## config.mk

```make
export PLATFORM = sky130hd
export DESIGN_NAME = ifu
export DESIGN_NICKNAME = d
export VERILOG_FILES = /design/src/verilog/ifu_types_pkg.sv /design/src/verilog/ifu_bus_pkg.sv /design/src/verilog/ifu.sv /design/src/verilog/ifu_ir_stage.sv /design/src/verilog/ifu_ifu2itcm.sv /design/src/verilog/ifu_minidec.sv /design/src/verilog/ifu_pc_gen.sv /design/src/verilog/ifu_fetch_ctrl.sv
export VERILOG_INCLUDE_DIRS = /design/src /design/src/include
export SDC_FILE = /design/constraint.sdc
export NUM_CORES = 1
export LEC_CHECK = 0
export BUFFER_PORTS_ARGS = -buffer_cell sky130_fd_sc_hd__buf_2
export CORE_MARGIN = 4
export CORE_UTILIZATION = 40
export CTS_CLUSTER_SIZE = 12
export DETAILED_ROUTE_END_ITERATION = 8
export PLACE_DENSITY = 0.67
export SETUP_SLACK_MARGIN = 0.15
export SLEW_MARGIN = 30
export SYNTH_ARGS = -nofsm -noshare
export SYNTH_HDL_FRONTEND = slang
export SYNTH_SLANG_ARGS = --single-unit
```

## constraint.sdc

```tcl
create_clock -name clk -period 3.6 [get_ports clk]
set_input_delay 0.36 -clock clk [delete_from_list [all_inputs] [get_ports clk]]
set_output_delay 0.36 -clock clk [all_outputs]
set_load 0.02 [all_outputs]
```

## src/include/ifu_consts.svh

```systemverilog
/* widths and opcode constants for the fetch unit and its testbench,
   included by every file that sizes a bus or matches an opcode */
`ifndef IFU_CONSTS_SVH
`define IFU_CONSTS_SVH

// ====================================================================
// datapath widths
// ====================================================================
`define IFU_PC_SIZE          32
`define IFU_INSTR_SIZE       32
`define IFU_RFIDX_WIDTH      5
// word address into the ITCM, pc bits 15:2
`define IFU_ITCM_ADDR_WIDTH  14

// ====================================================================
// opcodes seen by the mini-decoder
// ====================================================================
`define IFU_OPC_JAL          7'b1101111
`define IFU_OPC_BRANCH       7'b1100011

`endif
```

## src/verilog/ifu_types_pkg.sv

```systemverilog
/* scalar types of the fetch unit: pc, instruction, register index,
   ITCM word address and the fetch controller states */
`include "ifu_consts.svh"

package ifu_types_pkg;

  // byte address of an instruction
  typedef logic [`IFU_PC_SIZE-1:0] pc_t;

  // raw 32-bit instruction word
  typedef logic [`IFU_INSTR_SIZE-1:0] instr_t;

  // x0..x31
  typedef logic [`IFU_RFIDX_WIDTH-1:0] rfidx_t;

  // word index into the ITCM
  typedef logic [`IFU_ITCM_ADDR_WIDTH-1:0] itcm_addr_t;

  // fetch sequencing
  //   FETCH_REQ   idle or presenting a request
  //   FETCH_WAIT  one fetch outstanding
  //   FETCH_FLUSH outstanding fetch to be dropped
  //   FETCH_HALT  stopped, nothing outstanding
  typedef enum logic [1:0] {
    FETCH_REQ,
    FETCH_WAIT,
    FETCH_FLUSH,
    FETCH_HALT
  } fetch_state_t;

endpackage

```

## src/verilog/ifu_bus_pkg.sv

```systemverilog
/* bundles passed between the fetch blocks: request, response, IR stage
   contents toward execute, and the flush operands from commit */
package ifu_bus_pkg;

  // ==================================================================
  // fetch request and response
  // ==================================================================

  // seq set when pc is the previous fetch address plus 4
  typedef struct packed {
    ifu_types_pkg::pc_t pc;
    logic               seq;
  } ifu_req_t;

  // returned instruction word
  typedef struct packed {
    ifu_types_pkg::instr_t instr;
  } ifu_rsp_t;

  // ==================================================================
  // execute side and commit side
  // ==================================================================

  // what the execute unit gets with ifu_o_valid
  typedef struct packed {
    ifu_types_pkg::instr_t ir;
    ifu_types_pkg::pc_t    pc;
    ifu_types_pkg::rfidx_t rs1idx;
    ifu_types_pkg::rfidx_t rs2idx;
    logic                  prdt_taken;
  } ir_stage_t;

  // redirect target is add_op1 + add_op2
  typedef struct packed {
    ifu_types_pkg::pc_t add_op1;
    ifu_types_pkg::pc_t add_op2;
  } flush_t;

endpackage

```

## src/verilog/ifu.sv

```systemverilog
/* fetch unit top: sequencer, pc counter, mini-decoder, ITCM bridge and
   IR stage wired together between the ITCM and the execute unit */
`timescale 1ns/1ns

module ifu (
  input  logic                      clk,
  input  logic                      reset,
  input  ifu_types_pkg::pc_t        pc_rtvec,
  output ifu_types_pkg::pc_t        inspect_pc,
  output logic                      itcm_cmd_valid,
  input  logic                      itcm_cmd_ready,
  output ifu_types_pkg::itcm_addr_t itcm_cmd_addr,
  input  logic                      itcm_rsp_valid,
  output logic                      itcm_rsp_ready,
  input  ifu_types_pkg::instr_t     itcm_rsp_rdata,
  output logic                      ifu_o_valid,
  input  logic                      ifu_o_ready,
  output ifu_bus_pkg::ir_stage_t    ifu_o,
  input  logic                      flush_req,
  input  ifu_bus_pkg::flush_t       flush,
  output logic                      flush_ack,
  input  logic                      halt_req,
  output logic                      halt_ack
);
  import ifu_types_pkg::*;
  import ifu_bus_pkg::*;

  // request / response between sequencer and bridge
  logic      req_valid;
  logic      req_ready;
  ifu_req_t  req;
  logic      rsp_valid;
  logic      rsp_ready;
  ifu_rsp_t  rsp;

  // sequencer controls
  logic      ir_free;
  logic      pc_advance;
  logic      pc_flush_load;
  logic      ir_load;
  logic      ir_clear;

  // mini-decoder results
  logic      prdt_taken;
  pc_t       prdt_target;
  rfidx_t    rs1idx;
  rfidx_t    rs2idx;
  ir_stage_t ir_next;

  // ==================================================================
  // control and pc
  // ==================================================================
  ifu_fetch_ctrl ifu_fetch_ctrl_inst (
    .clk           (clk),
    .reset         (reset),
    .halt_req      (halt_req),
    .halt_ack      (halt_ack),
    .flush_req     (flush_req),
    .flush_ack     (flush_ack),
    .req_valid     (req_valid),
    .req_ready     (req_ready),
    .rsp_valid     (rsp_valid),
    .rsp_ready     (rsp_ready),
    .ir_free       (ir_free),
    .pc_advance    (pc_advance),
    .pc_flush_load (pc_flush_load),
    .ir_load       (ir_load),
    .ir_clear      (ir_clear)
  );

  ifu_pc_gen ifu_pc_gen_inst (
    .clk           (clk),
    .reset         (reset),
    .pc_rtvec      (pc_rtvec),
    .pc_advance    (pc_advance),
    .pc_flush_load (pc_flush_load),
    .prdt_taken    (prdt_taken),
    .prdt_target   (prdt_target),
    .flush         (flush),
    .req           (req),
    .inspect_pc    (inspect_pc)
  );

  // pc is still the request pc while the fetch is outstanding
  ifu_minidec ifu_minidec_inst (
    .instr       (rsp.instr),
    .pc          (req.pc),
    .rs1idx      (rs1idx),
    .rs2idx      (rs2idx),
    .prdt_taken  (prdt_taken),
    .prdt_target (prdt_target)
  );

  // ==================================================================
  // ITCM bridge and IR stage
  // ==================================================================
  ifu_ifu2itcm ifu_ifu2itcm_inst (
    .clk            (clk),
    .reset          (reset),
    .req_valid      (req_valid),
    .req_ready      (req_ready),
    .req            (req),
    .rsp_valid      (rsp_valid),
    .rsp_ready      (rsp_ready),
    .rsp            (rsp),
    .itcm_cmd_valid (itcm_cmd_valid),
    .itcm_cmd_ready (itcm_cmd_ready),
    .itcm_cmd_addr  (itcm_cmd_addr),
    .itcm_rsp_valid (itcm_rsp_valid),
    .itcm_rsp_ready (itcm_rsp_ready),
    .itcm_rsp_rdata (itcm_rsp_rdata)
  );

  assign ir_next.ir         = rsp.instr;
  assign ir_next.pc         = req.pc;
  assign ir_next.rs1idx     = rs1idx;
  assign ir_next.rs2idx     = rs2idx;
  assign ir_next.prdt_taken = prdt_taken;

  ifu_ir_stage ifu_ir_stage_inst (
    .clk         (clk),
    .reset       (reset),
    .ir_load     (ir_load),
    .ir_clear    (ir_clear),
    .ir_next     (ir_next),
    .ir_free     (ir_free),
    .ifu_o_valid (ifu_o_valid),
    .ifu_o_ready (ifu_o_ready),
    .ifu_o       (ifu_o)
  );

endmodule

```

## src/verilog/ifu_ir_stage.sv

```systemverilog
/* instruction register toward the execute unit, loaded from each
   accepted fetch response and handed off through valid/ready */
`timescale 1ns/1ns

module ifu_ir_stage (
  input  logic                   clk,
  input  logic                   reset,
  input  logic                   ir_load,
  input  logic                   ir_clear,
  input  ifu_bus_pkg::ir_stage_t ir_next,
  output logic                   ir_free,
  output logic                   ifu_o_valid,
  input  logic                   ifu_o_ready,
  output ifu_bus_pkg::ir_stage_t ifu_o
);
  import ifu_bus_pkg::*;

  logic      valid_q;
  ir_stage_t ir_q;

  // empty, or execute takes the current one this cycle
  assign ir_free = !valid_q || ifu_o_ready;

  // ==================================================================
  // valid bit
  // ==================================================================
  always_ff @(posedge clk) begin
    if (reset) begin
      valid_q <= 1'b0;
    end else if (ir_clear) begin
      // flush kills whatever is waiting
      valid_q <= 1'b0;
    end else if (ir_load) begin
      valid_q <= 1'b1;
    end else if (ifu_o_ready) begin
      valid_q <= 1'b0;
    end
  end

  // payload only changes on a load, so it holds under back-pressure
  always_ff @(posedge clk) begin
    if (ir_load) begin
      ir_q <= ir_next;
    end
  end

  assign ifu_o_valid = valid_q;
  assign ifu_o       = ir_q;

endmodule

```

## src/verilog/ifu_ifu2itcm.sv

```systemverilog
/* bridge from the fetch request/response pair to the ITCM command and
   response channels, one fetch in flight at most */
`timescale 1ns/1ns
`include "ifu_consts.svh"

module ifu_ifu2itcm (
  input  logic                      clk,
  input  logic                      reset,
  input  logic                      req_valid,
  output logic                      req_ready,
  input  ifu_bus_pkg::ifu_req_t     req,
  output logic                      rsp_valid,
  input  logic                      rsp_ready,
  output ifu_bus_pkg::ifu_rsp_t     rsp,
  output logic                      itcm_cmd_valid,
  input  logic                      itcm_cmd_ready,
  output ifu_types_pkg::itcm_addr_t itcm_cmd_addr,
  input  logic                      itcm_rsp_valid,
  output logic                      itcm_rsp_ready,
  input  ifu_types_pkg::instr_t     itcm_rsp_rdata
);
  import ifu_types_pkg::*;

  // command accepted, response not yet taken
  logic       pend_q;
  // word address of the last command sent
  itcm_addr_t last_addr_q;
  itcm_addr_t seq_addr;
  logic       cmd_xfer;
  logic       rsp_xfer;

  // ==================================================================
  // command channel
  // ==================================================================

  // sequential fetch just bumps the last word address
  assign seq_addr      = last_addr_q + itcm_addr_t'(1);
  assign itcm_cmd_addr = req.seq ? seq_addr : req.pc[`IFU_ITCM_ADDR_WIDTH+1:2];

  // blocked while a response is pending
  assign itcm_cmd_valid = req_valid && !pend_q;
  assign req_ready      = itcm_cmd_ready && !pend_q;

  assign cmd_xfer = itcm_cmd_valid && itcm_cmd_ready;
  assign rsp_xfer = itcm_rsp_valid && itcm_rsp_ready;

  // ==================================================================
  // response channel
  // ==================================================================
  assign rsp_valid      = itcm_rsp_valid;
  assign rsp.instr      = itcm_rsp_rdata;
  assign itcm_rsp_ready = rsp_ready;

  always_ff @(posedge clk) begin
    if (reset) begin
      pend_q <= 1'b0;
    end else if (cmd_xfer) begin
      pend_q <= 1'b1;
    end else if (rsp_xfer) begin
      pend_q <= 1'b0;
    end
  end

  always_ff @(posedge clk) begin
    if (cmd_xfer) begin
      last_addr_q <= itcm_cmd_addr;
    end
  end

endmodule

```

## src/verilog/ifu_minidec.sv

```systemverilog
/* mini-decoder on the fetched word: pulls out rs1/rs2 and predicts
   JAL and conditional branches with a static backward-taken rule */
`timescale 1ns/1ns
`include "ifu_consts.svh"

module ifu_minidec (
  input  ifu_types_pkg::instr_t instr,
  input  ifu_types_pkg::pc_t    pc,
  output ifu_types_pkg::rfidx_t rs1idx,
  output ifu_types_pkg::rfidx_t rs2idx,
  output logic                  prdt_taken,
  output ifu_types_pkg::pc_t    prdt_target
);
  import ifu_types_pkg::*;

  logic       is_jal;
  logic       is_bxx;
  logic [6:0] opcode;
  pc_t        jal_imm;
  pc_t        bxx_imm;
  pc_t        offset;

  // ==================================================================
  // decode
  // ==================================================================
  assign opcode = instr[6:0];
  assign is_jal = (opcode == `IFU_OPC_JAL);
  assign is_bxx = (opcode == `IFU_OPC_BRANCH);

  // register fields sit at fixed spots in every format
  assign rs1idx = instr[19:15];
  assign rs2idx = instr[24:20];

  // J-type immediate, bit 0 always zero
  assign jal_imm = {{12{instr[31]}}, instr[19:12], instr[20], instr[30:21], 1'b0};

  // B-type immediate
  assign bxx_imm = {{20{instr[31]}}, instr[7], instr[30:25], instr[11:8], 1'b0};

  // ==================================================================
  // prediction
  // ==================================================================

  // JAL always, branch only on a negative offset (loops)
  assign prdt_taken = is_jal || (is_bxx && instr[31]);

  assign offset      = is_jal ? jal_imm : bxx_imm;
  assign prdt_target = pc + offset;

endmodule

```

## src/verilog/ifu_pc_gen.sv

```systemverilog
/* program counter: starts at the reset vector, steps by 4, follows the
   mini-decoder prediction, or jumps to the flush target */
`timescale 1ns/1ns

module ifu_pc_gen (
  input  logic                 clk,
  input  logic                 reset,
  input  ifu_types_pkg::pc_t   pc_rtvec,
  input  logic                 pc_advance,
  input  logic                 pc_flush_load,
  input  logic                 prdt_taken,
  input  ifu_types_pkg::pc_t   prdt_target,
  input  ifu_bus_pkg::flush_t  flush,
  output ifu_bus_pkg::ifu_req_t req,
  output ifu_types_pkg::pc_t   inspect_pc
);
  import ifu_types_pkg::*;

  pc_t  pc_q;
  pc_t  pc_incr;
  pc_t  flush_target;
  logic seq_q;

  assign pc_incr      = pc_q + pc_t'(4);
  assign flush_target = flush.add_op1 + flush.add_op2;

  // ==================================================================
  // pc register
  // ==================================================================
  always_ff @(posedge clk) begin
    if (reset) begin
      pc_q  <= pc_rtvec;
      seq_q <= 1'b0;
    end else if (pc_flush_load) begin
      // redirect wins over any advance
      pc_q  <= flush_target;
      seq_q <= 1'b0;
    end else if (pc_advance) begin
      if (prdt_taken) begin
        pc_q  <= prdt_target;
        seq_q <= 1'b0;
      end else begin
        pc_q  <= pc_incr;
        seq_q <= 1'b1;
      end
    end
  end

  // request always points at the current pc
  assign req.pc     = pc_q;
  assign req.seq    = seq_q;
  assign inspect_pc = pc_q;

endmodule

```

## src/verilog/ifu_fetch_ctrl.sv

```systemverilog
/* fetch sequencer: issues one request at a time, steers the pc counter
   and IR stage, and answers flush and halt requests from commit */
`timescale 1ns/1ns

module ifu_fetch_ctrl (
  input  logic clk,
  input  logic reset,
  input  logic halt_req,
  output logic halt_ack,
  input  logic flush_req,
  output logic flush_ack,
  output logic req_valid,
  input  logic req_ready,
  input  logic rsp_valid,
  output logic rsp_ready,
  input  logic ir_free,
  output logic pc_advance,
  output logic pc_flush_load,
  output logic ir_load,
  output logic ir_clear
);
  import ifu_types_pkg::*;

  fetch_state_t state_q;
  fetch_state_t state_d;
  // request raised last cycle but not taken, must stay up
  logic         req_hold_q;

  // ==================================================================
  // next state and per-cycle controls
  // ==================================================================
  always_comb begin
    state_d       = state_q;
    req_valid     = 1'b0;
    rsp_ready     = 1'b0;
    flush_ack     = 1'b0;
    pc_advance    = 1'b0;
    pc_flush_load = 1'b0;
    ir_load       = 1'b0;
    ir_clear      = 1'b0;
    case (state_q)
      FETCH_REQ: begin
        if (req_hold_q) begin
          // committed to this request, flush and halt wait for it
          req_valid = 1'b1;
          if (req_ready) begin
            state_d = FETCH_WAIT;
          end
        end else if (flush_req) begin
          // nothing outstanding, redirect right away
          flush_ack     = 1'b1;
          pc_flush_load = 1'b1;
          ir_clear      = 1'b1;
        end else if (halt_req) begin
          state_d = FETCH_HALT;
        end else if (!reset) begin
          // first command only once reset is released
          req_valid = 1'b1;
          if (req_ready) begin
            state_d = FETCH_WAIT;
          end
        end
      end
      FETCH_WAIT: begin
        if (flush_req) begin
          // leave the response parked in the ITCM, drop it next state
          state_d = FETCH_FLUSH;
        end else begin
          rsp_ready = ir_free;
          if (rsp_valid && ir_free) begin
            ir_load    = 1'b1;
            pc_advance = 1'b1;
            state_d    = FETCH_REQ;
          end
        end
      end
      FETCH_FLUSH: begin
        // take and discard the stale word
        rsp_ready = 1'b1;
        if (rsp_valid) begin
          flush_ack     = 1'b1;
          pc_flush_load = 1'b1;
          ir_clear      = 1'b1;
          state_d       = FETCH_REQ;
        end
      end
      FETCH_HALT: begin
        // a flush can still land while stopped
        if (flush_req) begin
          flush_ack     = 1'b1;
          pc_flush_load = 1'b1;
          ir_clear      = 1'b1;
        end
        if (!halt_req) begin
          state_d = FETCH_REQ;
        end
      end
      default: begin
        state_d = FETCH_REQ;
      end
    endcase
  end

  // ack only while commit still asks for it
  assign halt_ack = (state_q == FETCH_HALT) && halt_req;

  always_ff @(posedge clk) begin
    if (reset) begin
      state_q    <= FETCH_REQ;
      req_hold_q <= 1'b0;
    end else begin
      state_q    <= state_d;
      req_hold_q <= req_valid && !req_ready;
    end
  end

endmodule

```

### After elaboration in Yosys (flattened, before gate mapping)

Index checks and enable logic that the tools add are counted.
W data, S select, Z words.

| cells by class | value |
|---|---|
| add/subtract/negate cells | 4 |
| equality and inequality tests | 9 |
| mux-type cells | 34 |
| reductions and logical operators | 19 |

Operator list:

| kind | count |
|---|---|
| $mux W32 | 4 |
| $add A32 B32 Y32 | 2 |
| $add A32 B3 Y32 const B | 1 |
| $mux W20 | 1 |
| $mux W1 | 17 |
| $mux W2 | 8 |
| $add A14 B1 Y14 const B | 1 |
| $eq A7 B7 Y1 const B | 2 |
| $mux W14 | 1 |
| $logic_and A1 B1 Y1 | 8 |
| $pmux W2 S4 | 1 |
| $ne A3 B2 Y1 const B | 2 |
| $eq A2 B2 Y1 const B | 2 |
| $ne A2 B2 Y1 const B | 2 |
| $reduce_and A4 Y1 | 1 |
| $reduce_bool A2 Y1 | 2 |
| $logic_not A1 Y1 | 3 |
| $pmux W1 S3 | 1 |
| $reduce_bool A3 Y1 | 1 |
| $eq A2 B1 Y1 const B | 1 |
| $logic_not A2 Y1 | 1 |
| $logic_or A1 B1 Y1 | 2 |
| $pmux W1 S2 | 1 |
| $reduce_or A2 Y1 | 1 |

| storage, ports and cells | value |
|---|---|
| register bits | 127 |
| input port bits | 135 |
| output and inout bits | 126 |

### Longest topological paths before layout

| depth | value |
|---|---|
| depth in word-level cells | 9 |
| mapped depth | 17 |
| depth with buffers taken out | 15 |

### Cells and area by module

A second synthesis with hierarchy kept.

| unflattened totals | value |
|---|---|
| cells, all modules | 1084 |
| area total of the unflattened synthesis | 10219.8 um^2 |

Modules (own cells, without submodules):

| module | times used | cells an instance | area each (um^2) |
|---|---|---|---|
| ifu_pc_gen | 1 | 566 | 4441.8 |
| ifu_ir_stage | 1 | 79 | 2302.2 |
| ifu_minidec | 1 | 285 | 2042.0 |
| ifu_ifu2itcm | 1 | 116 | 1099.8 |
| ifu_fetch_ctrl | 1 | 38 | 334.1 |

### Worst setup path before layout

Ideal clock, no wire load.

| timing | value |
|---|---|
| path kind | input-to-reg |
| start | input itcm_rsp_rdata[6] |
| end | register ifu_pc_gen_inst.pc_q[21], in the netlist ifu_pc_gen_inst.inspect_pc[21] (data pin) |
| library setup time | 0.259 ns |
| data arrival time | 3.661 ns |
| setup slack | -0.320 ns |
| stages | 16 |
| path through | nor2b_1 > nand4_1 > nor2_1 > clkbuf_1 > mux2_2 > ha_1 > fa_1 > a21oi_1 > o21ai_0 > a21oi_2 > o311ai_1 > a21o_1 > a221oi_2 > xnor2_1 > a211oi_1 > nor2_1 |

| on the way | value |
|---|---|
| cells in the longest elaborated chain, start to end | 7 |
| elaborated cells on any way between the ends | 10 |
| those cells by class | add/sub: 1; eq/ne: 2; mux: 5; reduce/logical: 2 |

Ends and longest elaborated chain:

| element | line | text |
|---|---|---|
| start: declaration | ifu.sv:15 | `input ifu_types_pkg::instr_t itcm_rsp_rdata,` |
| $eq A7 B7 Y1 (no source line) | -- |  |
| $mux W20 / $logic_and A1 B1 Y1 (equally long branches) | ifu_minidec.sv:47, ifu_minidec.sv:45 |  |
| $add A32 B32 Y32 / $logic_or A1 B1 Y1 (equally long branches) | ifu_minidec.sv:48, ifu_minidec.sv:45 |  |
| $mux W32 (*) | ifu_pc_gen.sv:39 | `if (prdt_taken) begin` |
| $mux W32 (*) | ifu_pc_gen.sv:38 | `end else if (pc_advance) begin` |
| $mux W32 (*) | ifu_pc_gen.sv:34 | `end else if (pc_flush_load) begin` |
| $mux W32 (*) | ifu_pc_gen.sv:31 | `if (reset) begin` |
| end signal: assignment | ifu_pc_gen.sv:32 | `pc_q <= pc_rtvec;` |
| end signal: assignment | ifu_pc_gen.sv:36 | `pc_q <= flush_target;` |
| end signal: assignment | ifu_pc_gen.sv:40 | `pc_q <= prdt_target;` |
| end: declaration | ifu_pc_gen.sv:19 | `pc_t pc_q;` |

Every way passes the cells marked *; elsewhere a longest branch is shown, timed or not. The select of a mux whose other input is x is not followed.
A chain may end at the register's enable or synchronous reset.

### Worst setup path after layout

| timing | value |
|---|---|
| start | input itcm_rsp_rdata[6] |
| end | register ifu_pc_gen_inst.pc_q[23], in the netlist ifu_pc_gen_inst.inspect_pc[23] (data pin) |

The elaborated chain is that of the path after synthesis.

==> impl_metrics.py <==
metrics = {
    "critical_path": {
        "path_common_cell": "a21o_1",
        "slowest_delay_ns": 0.37,
        "worstPathCellList": "buf_2 > nor2b_1 > nand4_1 > nor2_4 > buf_4 > mux2_2 > ha_1 > a21o_1 > a21o_1 > a22oi_1 > o211ai_1 > a21oi_2 > o21ai_1 > a21oi_1 > xnor2_1 > a221o_1",
        "worstSetupPathType": "in2reg",
        "arrival_ns": 3.46,
        "path_max_fanout": 10,
        "slowest_stage": "mux2_2",
        "start_kind": "input pin",
        "crit_required_ns": 3.78,
        "worst_setup_path_end_kind": "flip-flop",
    },
    "hold_path": {
        "hold_path_class": "in2reg",
    },
    "timing": {
        "clock_skew_ns": 0.0129,
        "slew_viol_final": 0,
        "rsz0062_at_grt": "true",
        "period_share_pct": 91.0,
        "fin_crit_ns": 3.28,
        "hold_viol": 0,
        "max_slew_margin_pct": 41.5,
        "worstMarginPinSlew_ns": 0.876,
        "fin_tns_setup_ns": 0,
        "hold_slack_ns": 0.120,
        "max_clock_freq_mhz": 305,
        "setup_viol_count_final": 0,
    },
    "logic_synthesis": {
        "synthArstFlopShare_pct": 0,
        "post_synth.cell_area_avg_sq_um": 9.47,
        "postSynthCellCount": 948,
        "yosys_register_bits": 117,
        "yosysWarnings": 0,
        "synth_top_flop_cell": "edfxtp_1",
        "yosysUniqueCellTypes": 71,
        "yosysSeqAreaShare_pct": 38.5,
        "syn_area_sq_mm": 0.00898,
        "synth_edf_count": 111,
        "syn_nets": 1156,
    },
    "cts": {
        "clkSinkCount": 117,
        "clockBufferDepth": 2,
        "clock-root-buffer": "clkbuf_16",
        "htreeDepth": 4,
        "clk_pin_slew_ns": 0.06,
        "clk_latency_ns": 0.43,
        "cts_made_buffers": 17,
        "cts_hold_buffers": 0,
        "tritoncts": "built",
    },
    "floorplan": {
        "rows": 54,
        "die_w_microns": 158,
        "initial_core_util_pct": 40.9,
        "dieArea_sq_mm": 0.0249,
        "pin_count": 261,
        "die-height_microns": 158,
        "core_sq_mm": 0.0220,
    },
    "power_and_ir_drop": {
        "p_per_area_mw_per_mm2": 703,
        "leakage_nw": 4.96,
        "p_total_mw": 8.06,
        "ir_drop_mv": 0.385,
    },
    "final_layout": {
        "final_area_sq_mm": 0.0115,
        "fillers": 2043,
        "final_core_util_pct": 52.2,
        "nets": 1446,
        "area_delta_synth_final_pct": 27.8,
        "final_layout_size_suffix_gt1_share_pct": 30.3,
        "n_antenna_cell": 0,
    },
    "outcome": {
        "status": "finished clean",
    },
    "routing": {
        "ant_nets": 0,
        "drtIter0Drc": 595,
        "wl_per_cell_microns": 18.0,
        "drcViolationCount": 0,
        "vias_per_cell": 5.46,
        "wl_microns": 27600,
        "num_vias": 8365,
        "drt_pass1_iterations": 4,
    },
    "global_routing": {
        "grt_pass1_vias": 7789,
        "grt_pass1_wl_microns": 42300,
        "grt_antenna_before_repair": 0,
        "grt_overflow": 0,
        "track_usage_pct": 21.6,
        "grt_max_degree": 41,
    },
    "placement": {
        "dpl.hpwl_microns": 21900,
        "place_congestion": 0.958,
        "place_area_sq_mm": 0.0109,
        "port_buffers": 260,
    },
    "job": {
        "drv_cap": 0,
    },
}
[layout by cell type (no fill, tap or decap), drive strengths merged, types with 5 or more instances in the layout]
master	instances
a211oi	17
or3	7
o21a	13
a221o	5
xor2	39
inv	29
nor2	90
ha	71
dfxtp	6
clkbuf	19
xnor2	51
nor3	12
o21ai	67
mux2	7
mux2i	6
buf	312
edfxtp	111
a221oi	7
o211ai	8
a31oi	8
nand3	30
a21oi	83
and3	14
o21bai	8
nand2	75
nand2b	11
nor2b	10
o31ai	5
a21o	41
and4	5
and2	6
nand4	17
[critical path: cells and delay by family]
family,cells,cell delay (ns)
xor+xnor,1,0.09
fa+ha+maj,1,0.33
buf+inv,2,0.28
mux,1,0.37
simple gates,3,0.53
compound gates,8,1.48
[layer usage]
metal  up-vias  global-route usage [%]  wire [microns]
met1      3840                    30.8           12500
met5         -                       0               0
li1       4132                       -               -
met3        39                    3.94            2110
met4         0                    6.43             476
met2       354                    33.6           12500
[metrics by stage]
stage,setup slack (ns),instances
floorplan,0.134,948
global route,0.0905,1531
global placement,-0.205,1498
CTS,0.248,1530
finish,0.323,1531
detailed placement,-0.180,1498
[path summary, 6_finish.rpt]
kind / slack, ns / end / startpoint / cells past startpoint
min reg2reg: 0.48 / ifu_ir_stage_inst.ifu_o[11] / ifu_pc_gen_inst.inspect_pc[0] / 0
min: 0.12 / ifu_ir_stage_inst.ifu_o[48] / itcm_rsp_rdata[5] / 1
max reg2reg: 0.63 / ifu_pc_gen_inst.inspect_pc[14] / ifu_pc_gen_inst.inspect_pc[2] / 11
max: 0.32 / ifu_pc_gen_inst.inspect_pc[23] / itcm_rsp_rdata[6] / 16
[where the power goes]
| part | switching, mW | internal (mW) | total [mW] |
|---|---|---|---|
| combinational | 2.44 | 1.64 | 4.08 |
| sequential | 0.381 | 1.91 | 2.29 |
| clock | 0.662 | 1.03 | 1.69 |
| total | 3.48 | 4.58 | 8.06 |
[cells in the mapped netlist (3+ instances only)]
| library cell | count | area, sq um |
|---|---|---|
| edfxtp_1 | 111 | 3330 |
| nor2_1 | 90 | 338 |
| a21oi_1 | 80 | 400 |
| nand2_1 | 74 | 278 |
| ha_1 | 71 | 888 |
| o21ai_0 | 62 | 310 |
| xnor2_1 | 51 | 447 |
| a21o_1 | 41 | 308 |
| xor2_1 | 39 | 342 |
| nand3_1 | 30 | 150 |
| clkbuf_1 | 25 | 93.8 |
| inv_1 | 24 | 90.1 |
| nand4_1 | 17 | 106 |
| a211oi_1 | 15 | 113 |
| and3_1 | 12 | 75.1 |
| nor3_1 | 12 | 60.1 |
| o21a_1 | 12 | 90.1 |
| nand2b_1 | 11 | 68.8 |
| buf_4 | 10 | 75.1 |
| nor2b_1 | 10 | 62.6 |
| a31oi_1 | 8 | 50.1 |
| o211ai_1 | 8 | 60.1 |
| o21bai_1 | 8 | 60.1 |
| mux2_2 | 7 | 78.8 |
| or3_1 | 7 | 43.8 |
| and2_1 | 6 | 37.5 |
| dfxtp_1 | 6 | 120 |
| mux2i_1 | 6 | 60.1 |
| a221o_1 | 5 | 50.1 |
| a221oi_1 | 5 | 43.8 |
| and4_1 | 5 | 43.8 |
| o31ai_1 | 5 | 37.5 |
| a22oi_1 | 4 | 30.0 |
| buf_1 | 4 | 15.0 |
| nand3b_1 | 4 | 30.0 |
| o21ai_1 | 4 | 20.0 |
| o22ai_1 | 4 | 25.0 |
| a2111oi_0 | 3 | 26.3 |
| a21oi_2 | 3 | 26.3 |
| nor4_1 | 3 | 18.8 |
| o31a_1 | 3 | 26.3 |
[sequential cells by signal, summed over array words and instances (netlist names)]
register and cells:
ifu_ifu2itcm_inst.pend_q 1, ifu_pc_gen_inst.seq_q 1, ifu_fetch_ctrl_inst.req_hold_q 1, ifu_ifu2itcm_inst.last_addr_q 14, ifu_pc_gen_inst.inspect_pc 32, ifu_fetch_ctrl_inst.state_q 2, ifu_ir_stage_inst.ifu_o_valid 1, ifu_ir_stage_inst.ifu_o 65
[cells by family after synthesis]
logic type / Yosys count / share of synthesized area, %
AO/OA/AOI/OAI: 297 / 22.0
AND/OR/NAND/NOR: 293 / 15.7
flip-flops: 117 / 38.5
XOR/XNOR: 90 / 8.78
adder cells (fa/ha/maj): 73 / 10.3
buffers and inverters: 65 / 3.16
multiplexers: 13 / 1.55
[area by class of cell]
class / count / area [sq um] / area share (%)
multi-input combinational: 766 / 5290 / 46.1
sequential: 117 / 3450 / 30.1
timing repair buffer: 312 / 1700 / 14.9
clock buffer: 19 / 433 / 3.77
clock inverter: 13 / 146 / 1.28
inverter: 24 / 90.1 / 0.785
tap: 280 / 350 / 3.05
[timing repair]
item,in CTS,in global routing
resized for setup,0,7
setup endpoints to repair,0,11
hold endpoints to repair,0,0
buffers inserted,0,1
No activity file was read; power rests on OpenSTA's default activity.
